==> config.mk <==
export PLATFORM = sky130hd
export DESIGN_NAME = rv_frontend
export DESIGN_NICKNAME = d
export VERILOG_FILES = /design/src/rv_decode_pkg.sv /design/src/idu.sv /design/src/ifu.sv /design/src/pipe_stage.sv /design/src/rv_frontend.sv
export SDC_FILE = /design/constraint.sdc
export NUM_CORES = 1
export LEC_CHECK = 0
export BUFFER_PORTS_ARGS = -buffer_cell sky130_fd_sc_hd__buf_2
export CORE_UTILIZATION = 40
export CTS_CLUSTER_DIAMETER = 30
export DETAILED_ROUTE_END_ITERATION = 7
export SLEW_MARGIN = 10
export SYNTH_ARGS = -nofsm -noshare
export SYNTH_HDL_FRONTEND = slang
export SYNTH_HIERARCHICAL = 1
export SYNTH_SLANG_ARGS = --single-unit
export TNS_END_PERCENT = 10
==> constraint.sdc <==
create_clock -name clk -period 4.6 [get_ports clk]
set_clock_uncertainty 0.15 [all_clocks]
set_input_delay 0.46 -clock clk [delete_from_list [all_inputs] [get_ports clk]]
set_output_delay 0.46 -clock clk [all_outputs]
set_load 0.1 [all_outputs]
==> src/rv_decode_pkg.sv <==
// rv64im decode definitions
package rv_decode_pkg;

    localparam int xlen       = 64; // one data word
    localparam int ilen       = 32; // no compressed words
    localparam int reg_addr_w = 5;

    // numbering follows the older decoder tables, rv64 memory ops keep 41..43
    typedef enum logic [6:0] {
        op_illegal = 7'd0,
        op_lui     = 7'd1,  op_auipc  = 7'd2,  op_jal    = 7'd3,  op_jalr   = 7'd4,
        op_beq     = 7'd5,  op_bne    = 7'd6,  op_blt    = 7'd7,  op_bge    = 7'd8,
        op_bltu    = 7'd9,  op_bgeu   = 7'd10,
        op_lb      = 7'd11, op_lh     = 7'd12, op_lw     = 7'd13, op_lbu    = 7'd14,
        op_lhu     = 7'd15,
        op_sb      = 7'd16, op_sh     = 7'd17, op_sw     = 7'd18,
        op_addi    = 7'd19, op_slti   = 7'd20, op_sltiu  = 7'd21, op_xori   = 7'd22,
        op_ori     = 7'd23, op_andi   = 7'd24,
        op_slli    = 7'd25, op_srli   = 7'd26, op_srai   = 7'd27, // 6-bit shamt
        op_add     = 7'd28, op_sub    = 7'd29, op_sll    = 7'd30, op_slt    = 7'd31,
        op_sltu    = 7'd32, op_xor    = 7'd33, op_srl    = 7'd34, op_sra    = 7'd35,
        op_or      = 7'd36, op_and    = 7'd37,
        op_mul     = 7'd38, op_mulh   = 7'd39, op_mulhsu = 7'd40,
        op_lwu     = 7'd41, op_ld     = 7'd42, op_sd     = 7'd43,
        op_mulhu   = 7'd44, op_div    = 7'd45, op_divu   = 7'd46,
        op_addiw   = 7'd47, op_slliw  = 7'd48, op_srliw  = 7'd49, op_sraiw  = 7'd50,
        op_addw    = 7'd51, op_subw   = 7'd52, op_sllw   = 7'd53, op_srlw   = 7'd54,
        op_sraw    = 7'd55,
        op_rem     = 7'd56, op_remu   = 7'd57,
        op_mulw    = 7'd58, op_divw   = 7'd59, op_divuw  = 7'd60, op_remw   = 7'd61,
        op_remuw   = 7'd62,
        op_ebreak  = 7'd63
    } op_t;

    typedef enum logic [2:0] {
        fmt_r = 3'd0, // no immediate
        fmt_i = 3'd1,
        fmt_s = 3'd2,
        fmt_b = 3'd3,
        fmt_u = 3'd4,
        fmt_j = 3'd5
    } fmt_t;

    // wishbone classic, read only
    typedef struct packed {
        logic            cyc;
        logic            stb;
        logic [xlen-1:0] adr;
    } wb_req_t;

    typedef struct packed {
        logic            ack;
        logic [ilen-1:0] dat;
    } wb_rsp_t;

    typedef struct packed {
        logic [xlen-1:0] pc;
        logic [ilen-1:0] inst;
    } fetch_pkt_t;

    typedef struct packed {
        logic [xlen-1:0]       pc;
        logic [ilen-1:0]       inst;
        op_t                   op;
        fmt_t                  fmt;
        logic [xlen-1:0]       imm;   // already sign-extended
        logic [reg_addr_w-1:0] rd;
        logic [reg_addr_w-1:0] rs1;
        logic [reg_addr_w-1:0] rs2;
        logic [5:0]            shamt;
        logic                  is_ebreak;
        logic                  illegal;
    } dec_pkt_t;

endpackage

==> src/idu.sv <==
// rv64im instruction decoder
`timescale 1ns/1ps
module idu (
    input  rv_decode_pkg::fetch_pkt_t fetch_pkt,
    output rv_decode_pkg::dec_pkt_t   dec_pkt
);
    import rv_decode_pkg::*;

    localparam logic [ilen-1:0] ebreak_word = 32'h0010_0073;

    logic [ilen-1:0] inst;
    logic [6:0]      opcode;
    logic [2:0]      funct3;
    logic [6:0]      funct7;
    logic [5:0]      funct6;
    logic            sign;
    op_t             op;
    fmt_t            fmt_major; // what the major opcode implies
    fmt_t            fmt;
    logic [xlen-1:0] imm;

    assign inst   = fetch_pkt.inst;
    assign opcode = inst[6:0];
    assign funct3 = inst[14:12];
    assign funct7 = inst[31:25];
    assign funct6 = inst[31:26]; // rv64 shifts use bit 25 for shamt
    assign sign   = inst[31];

    always_comb begin
        case (opcode)
            7'b0110111, 7'b0010111: fmt_major = fmt_u;         // lui, auipc
            7'b1101111:             fmt_major = fmt_j;
            7'b1100011:             fmt_major = fmt_b;
            7'b0100011:             fmt_major = fmt_s;
            7'b1100111, 7'b0000011, 7'b0010011,
            7'b0011011, 7'b1110011: fmt_major = fmt_i;
            default:                fmt_major = fmt_r;         // op, op-32
        endcase
    end

    always_comb begin
        op = op_illegal;
        case (opcode)
            7'b0110111: op = op_lui;
            7'b0010111: op = op_auipc;
            7'b1101111: op = op_jal;
            7'b1100111: op = (funct3 == 3'b000) ? op_jalr : op_illegal;
            7'b1100011: begin
                case (funct3)
                    3'b000:  op = op_beq;
                    3'b001:  op = op_bne;
                    3'b100:  op = op_blt;
                    3'b101:  op = op_bge;
                    3'b110:  op = op_bltu;
                    3'b111:  op = op_bgeu;
                    default: op = op_illegal;
                endcase
            end
            7'b0000011: begin
                case (funct3)
                    3'b000:  op = op_lb;
                    3'b001:  op = op_lh;
                    3'b010:  op = op_lw;
                    3'b011:  op = op_ld;
                    3'b100:  op = op_lbu;
                    3'b101:  op = op_lhu;
                    3'b110:  op = op_lwu;
                    default: op = op_illegal;
                endcase
            end
            7'b0100011: begin
                case (funct3)
                    3'b000:  op = op_sb;
                    3'b001:  op = op_sh;
                    3'b010:  op = op_sw;
                    3'b011:  op = op_sd;
                    default: op = op_illegal;
                endcase
            end
            7'b0010011: begin
                case (funct3)
                    3'b000:  op = op_addi;
                    3'b010:  op = op_slti;
                    3'b011:  op = op_sltiu;
                    3'b100:  op = op_xori;
                    3'b110:  op = op_ori;
                    3'b111:  op = op_andi;
                    3'b001:  op = (funct6 == 6'b000000) ? op_slli : op_illegal;
                    3'b101: begin
                        if (funct6 == 6'b000000) op = op_srli;
                        else if (funct6 == 6'b010000) op = op_srai;
                    end
                    default: op = op_illegal;
                endcase
            end
            7'b0011011: begin // word immediates, 5-bit shamt
                casez ({funct7, funct3})
                    10'b???????_000: op = op_addiw;
                    10'b0000000_001: op = op_slliw;
                    10'b0000000_101: op = op_srliw;
                    10'b0100000_101: op = op_sraiw;
                    default:         op = op_illegal;
                endcase
            end
            7'b0110011: begin
                case ({funct7, funct3})
                    10'b0000000_000: op = op_add;
                    10'b0100000_000: op = op_sub;
                    10'b0000000_001: op = op_sll;
                    10'b0000000_010: op = op_slt;
                    10'b0000000_011: op = op_sltu;
                    10'b0000000_100: op = op_xor;
                    10'b0000000_101: op = op_srl;
                    10'b0100000_101: op = op_sra;
                    10'b0000000_110: op = op_or;
                    10'b0000000_111: op = op_and;
                    10'b0000001_000: op = op_mul;
                    10'b0000001_001: op = op_mulh;
                    10'b0000001_010: op = op_mulhsu;
                    10'b0000001_011: op = op_mulhu;
                    10'b0000001_100: op = op_div;
                    10'b0000001_101: op = op_divu;
                    10'b0000001_110: op = op_rem;
                    10'b0000001_111: op = op_remu;
                    default:         op = op_illegal;
                endcase
            end
            7'b0111011: begin
                case ({funct7, funct3})
                    10'b0000000_000: op = op_addw;
                    10'b0100000_000: op = op_subw;
                    10'b0000000_001: op = op_sllw;
                    10'b0000000_101: op = op_srlw;
                    10'b0100000_101: op = op_sraw;
                    10'b0000001_000: op = op_mulw;
                    10'b0000001_100: op = op_divw;
                    10'b0000001_101: op = op_divuw;
                    10'b0000001_110: op = op_remw;
                    10'b0000001_111: op = op_remuw;
                    default:         op = op_illegal;
                endcase
            end
            7'b1110011: op = (inst == ebreak_word) ? op_ebreak : op_illegal;
            default:    op = op_illegal;
        endcase
    end

    // an illegal word falls back to r so its immediate reads zero
    assign fmt = (op == op_illegal) ? fmt_r : fmt_major;

    always_comb begin
        case (fmt)
            fmt_i:   imm = {{(xlen-12){sign}}, inst[31:20]};
            fmt_s:   imm = {{(xlen-12){sign}}, inst[31:25], inst[11:7]};
            fmt_b:   imm = {{(xlen-13){sign}}, inst[31], inst[7], inst[30:25], inst[11:8], 1'b0};
            fmt_u:   imm = {{(xlen-32){sign}}, inst[31:12], 12'b0};
            fmt_j:   imm = {{(xlen-21){sign}}, inst[31], inst[19:12], inst[20], inst[30:21], 1'b0};
            default: imm = '0;
        endcase
    end

    always_comb begin
        dec_pkt.pc        = fetch_pkt.pc;
        dec_pkt.inst      = inst;
        dec_pkt.op        = op;
        dec_pkt.fmt       = fmt;
        dec_pkt.imm       = imm;
        dec_pkt.rd        = inst[11:7];
        dec_pkt.rs1       = inst[19:15];
        dec_pkt.rs2       = inst[24:20];
        dec_pkt.shamt     = inst[25:20];
        dec_pkt.is_ebreak = (inst == ebreak_word);
        dec_pkt.illegal   = (op == op_illegal);
    end

endmodule

==> src/ifu.sv <==
// wishbone instruction fetch unit
`timescale 1ns/1ps
module ifu #(
    parameter logic [rv_decode_pkg::xlen-1:0] reset_pc = '0
) (
    input  logic                      clk,
    input  logic                      rst_n,
    output rv_decode_pkg::wb_req_t    wb_req,
    input  rv_decode_pkg::wb_rsp_t    wb_rsp,
    output logic                      fetch_valid,
    input  logic                      fetch_ready,
    output rv_decode_pkg::fetch_pkt_t fetch_pkt
);
    import rv_decode_pkg::*;

    typedef enum logic [1:0] {
        st_idle, // only seen right after reset
        st_bus,  // read outstanding
        st_hold  // word latched, waiting for s_fetch
    } state_t;

    state_t          state;
    logic [xlen-1:0] pc;
    logic [ilen-1:0] inst_q;
    logic            bus_active;

    assign bus_active = (state == st_bus);

    always_ff @(posedge clk) begin
        if (!rst_n) begin
            state <= st_idle;
            pc    <= reset_pc;
        end else begin
            case (state)
                st_idle: begin
                    state <= st_bus;
                end
                st_bus: begin
                    if (wb_rsp.ack) begin
                        state <= st_hold; // cyc and stb drop here
                    end
                end
                st_hold: begin
                    if (fetch_ready) begin
                        state <= st_bus;
                        pc    <= pc + xlen'(4);
                    end
                end
                default: begin
                    state <= st_idle;
                end
            endcase
        end
    end

    // instruction word, captured on the ack edge
    always_ff @(posedge clk) begin
        if (bus_active && wb_rsp.ack) begin
            inst_q <= wb_rsp.dat;
        end
    end

    assign wb_req.cyc = bus_active;
    assign wb_req.stb = bus_active;
    assign wb_req.adr = pc; // steady until ack

    assign fetch_valid    = (state == st_hold);
    assign fetch_pkt.pc   = pc; // pc only moves after the packet is taken
    assign fetch_pkt.inst = inst_q;

endmodule

==> src/pipe_stage.sv <==
// valid/ready register slice
`timescale 1ns/1ps
module pipe_stage #(
    parameter type payload_t = logic [31:0]
) (
    input  logic     clk,
    input  logic     rst_n,
    input  logic     in_valid,
    output logic     in_ready,
    input  payload_t in_data,
    output logic     out_valid,
    input  logic     out_ready,
    output payload_t out_data
);

    logic     valid_q;
    payload_t data_q;

    // take a new entry when empty or when the held one leaves this cycle
    assign in_ready = !valid_q || out_ready;

    always_ff @(posedge clk) begin
        if (!rst_n) begin
            valid_q <= 1'b0;
        end else if (in_ready) begin
            valid_q <= in_valid; // drops to 0 when drained with nothing behind
        end
    end

    always_ff @(posedge clk) begin
        if (in_valid && in_ready) begin
            data_q <= in_data;
        end
    end

    assign out_valid = valid_q;
    assign out_data  = data_q;

endmodule

==> src/rv_frontend.sv <==
// rv64im fetch and decode front end
`timescale 1ns/1ps
module rv_frontend #(
    parameter logic [rv_decode_pkg::xlen-1:0] reset_pc = '0
) (
    input  logic                    clk,
    input  logic                    rst_n,
    output rv_decode_pkg::wb_req_t  wb_req,
    input  rv_decode_pkg::wb_rsp_t  wb_rsp,
    output logic                    out_valid,
    input  logic                    out_ready,
    output rv_decode_pkg::dec_pkt_t out_pkt
);
    import rv_decode_pkg::*;

    logic       fetch_valid;
    logic       fetch_ready;
    fetch_pkt_t fetch_pkt;
    logic       sf_valid;  // s_fetch output, also the decoder input
    logic       sf_ready;  // back-pressure from s_decode
    fetch_pkt_t sf_pkt;
    dec_pkt_t   dec_pkt;

    ifu #(
        .reset_pc (reset_pc)
    ) i_ifu (
        .clk         (clk),
        .rst_n       (rst_n),
        .wb_req      (wb_req),
        .wb_rsp      (wb_rsp),
        .fetch_valid (fetch_valid),
        .fetch_ready (fetch_ready),
        .fetch_pkt   (fetch_pkt)
    );

    pipe_stage #(
        .payload_t (fetch_pkt_t)
    ) i_s_fetch (
        .clk       (clk),
        .rst_n     (rst_n),
        .in_valid  (fetch_valid),
        .in_ready  (fetch_ready),
        .in_data   (fetch_pkt),
        .out_valid (sf_valid),
        .out_ready (sf_ready),
        .out_data  (sf_pkt)
    );

    idu i_idu (
        .fetch_pkt (sf_pkt),
        .dec_pkt   (dec_pkt)
    );

    pipe_stage #(
        .payload_t (dec_pkt_t)
    ) i_s_decode (
        .clk       (clk),
        .rst_n     (rst_n),
        .in_valid  (sf_valid),
        .in_ready  (sf_ready),
        .in_data   (dec_pkt),
        .out_valid (out_valid),
        .out_ready (out_ready),
        .out_data  (out_pkt)
    );

endmodule

==> run summary <==
Achievable Freq = 254.8 MHz
Power Internal = 8.050 mW
Peak VDD IR = 348.6 uV
WL per Instance = 18.94 um
vias in the first global route = 9448
Yosys reg bits = 387
CP Class = reg -> reg
mapped cell area = 16160 sq um
Root Driver = clkbuf_16
PnR worst setup slack = 0.6750 ns
P_leak = 7.519 nW
Buf+Inv Stages, Crit Path = 0
CP required = 4.71 ns
grt total ovfl = 0
FFs w/ async S/R, synth = 0%
area delta synth->final = 23.28%
sequential power share = 37.1%
top cells by count, synth = 321 x edfxtp_1, 222 x buf_4, 66 x dfxtp_1
# Max-Cap Violations = 0
top area cells in the synthesized netlist = edfxtp_1 60%, buf_4 10%, dfxtp_1 8.2%
# rows = 73
Slew HR = 28.11%
Worst Hold Class = in -> reg
cell chain of the critical path = nor2_1 > a22o_1 > and3_1 > or2_2 > and2_1 > a22o_1
DRC Markers = 0
post-synth top area cell = edfxtp_1
setup tns final = 0 ns
critical path's most frequent cell = a22o_1
crit path max fanout = 33
unrepaired setup endpoints after global routing = false
Core Area = 39820 sq um
CP max stage delay = 0.88 ns
antenna fix cells = 0
gr usage total = 17.54%
Via density = 4.940
Worst-path clk slew = 0.05 ns
Warnings, synthesis = 6
TritonCTS clock tree = done
sw power = 2.322 mW
combinational power share = 2.9%
share of layout cells above drive strength 1 = 35.20%
Power Density = 520.7 nW/um^2
Worst-Skew Late Latency = 0.60 ns
final hold vios = 0
top-count cell post-synth = edfxtp_1
switching power share of the total = 22.39%
Tmin final = 3.925 ns
crit path DAT = 4.03 ns
Vias = 9568
die width = 203.0 um
register area share after synthesis = 67.83%
Initial Util = 40.58%
CTS Buf Count = 84
nets = 1377
Final ANT Viol Nets = 0
first-pass GRT wire length = 55130 um
RePlAce Congestion = 0.8991
Iteration-0 DRC Markers = 578
Clock power frac = 60.0%
number of distinct library cells after synthesis = 81
outcome = completed
slowest CP cell = a22o_1
Final Max Tran Viols = 0
post-CTS setup buffer count = 0
die height = 203.0 um
clk sinks = 387
H-tree depth = 3
startpoint type of the worst setup path = flop
CP top delay family = simple AND/OR/NAND/NOR gates
CTS Buffer Depth = 3
initial antenna violation count = 0
routed wire length = 36680 um
Avg Cell Area, Syn = 13.87 sq um
Die Area = 41200 sq um
Period Utilization, post-route = 85.33%
Crit. End Element = flop
Detailed Place HPWL = 24480 um
Fin Hold WS = 0.07194 ns
1st-pass router iterations = 5
number of synthesized flops with an enable pin = 321
share of Yosys cell area claimed by the top area cell type = 59.65%
Buffers on Ports = 293
Gate Count Post-Synth = 1165
I/O Pins = 296
Final setup viols = 0
Most used DFF post-synth = edfxtp_1
largest net degree at the start of global routing = 122
pre-CTS WS = 0.7357 ns
worst-margin pin slew = 1.078 ns
[worst register-to-register path: cells and delay by family (launching register included)]
| kind | cells | cell delay, ns |
|---|---|---|
| AOI/OAI and AO/OA | 2 | 1.07 |
| DFF | 1 | 0.60 |
| and+or+nand+nor | 4 | 1.73 |
[metal layers]
metal  global-route usage [%]  vias to the layer above  part of all wire [%]
met1                    21.57                     4715                    42
met4                    7.385                        0                   2.4
met5                        0                        -                     0
li1                         -                     4469                     -
met3                    4.799                       49                   6.2
met2                    29.01                      335                    49
[final timing paths]
kind                          start                        to  cells after the start  slack [ns]
max           i_s_fetch/out_data[5]   i_s_decode/out_data[86]                      6        0.68
min                      wb_rsp[32]            i_ifu/state[0]                      4        0.07
max reg2reg   i_s_fetch/out_data[5]   i_s_decode/out_data[86]                      6        0.68
min reg2reg  i_s_fetch/out_data[56]  i_s_decode/out_data[153]                      0        0.26
[power groups by stage]
stage               clock network [mW]  logic [mW]  registers, mW
finish                            6.22       0.301           3.85
global route                      6.52       0.313           3.85
detailed placement                   0       0.279           3.91
global placement                     0       0.279           3.91
floorplan                            0       0.104           4.04
CTS                               6.33       0.304           3.85
[stage by stage]
stage,instances,area (sq um),util (%),power (mW)
2_1_floorplan,1168,16170,-,4.147
3_3_place_gp,1746,16580,41.62,4.193
3_5_place_dp,1746,16580,41.62,4.194
4_1_cts,1937,19920,50.02,10.49
5_1_grt,1937,19920,50.02,10.68
6_report,1937,19920,50.02,10.37
[cells in the final DEF (no fill, tap or decap), drive strengths merged, types with 27 or more instances in the layout]
cell | Yosys | final
edfxtp | 321 | 321
buf | 238 | 307
clkbuf | 16 | 91
dfxtp | 66 | 66
nor2 | 64 | 64
nand2 | 44 | 44
nand3 | 42 | 42
a21oi | 40 | 40
dlygate4sd3 | 0 | 33
o21ai | 31 | 31
inv | 18 | 31
clkinv | 1 | 28
nand4 | 27 | 27
[cell families after synthesis]
family	after synthesis	share of synthesized area, %
flip-flops	387	67.83
AND/OR/NAND/NOR	320	12.02
buffers and inverters	273	11.81
AO/OA/AOI/OAI	143	6.071
XOR/XNOR	36	1.951
multiplexers	3	0.1936
other	2	0.04647
adder cells (fa/ha/maj)	1	0.07742
[what timing repair did]
item,CTS,global route
hold buffers,33,0
gates resized for setup,0,0
endpoints found under the hold margin,33,0
endpoints found under the setup margin,0,0
[registers in the layout, indices dropped and copies added, names as in the netlist]
| signal | flops |
|---|---|
| i_s_decode/out_data | 193 |
| i_ifu/state | 2 |
| i_ifu/inst_q | 32 |
| i_s_fetch/out_data | 96 |
| i_ifu/pc | 62 |
| i_s_decode/out_valid | 1 |
| i_s_fetch/out_valid | 1 |
[final cells by class]
cell class | instances | area, sq um
Fill cell | 3458 | 19900
Sequential cell | 387 | 10960
Multi-Input combinational cell | 508 | 3303
Clock buffer | 91 | 2138
Timing Repair Buffer | 340 | 1914
Clock inverter | 67 | 875.8
Tap cell | 525 | 656.9
Inverter | 19 | 71.32
Power figures use the tool's default switching activity.
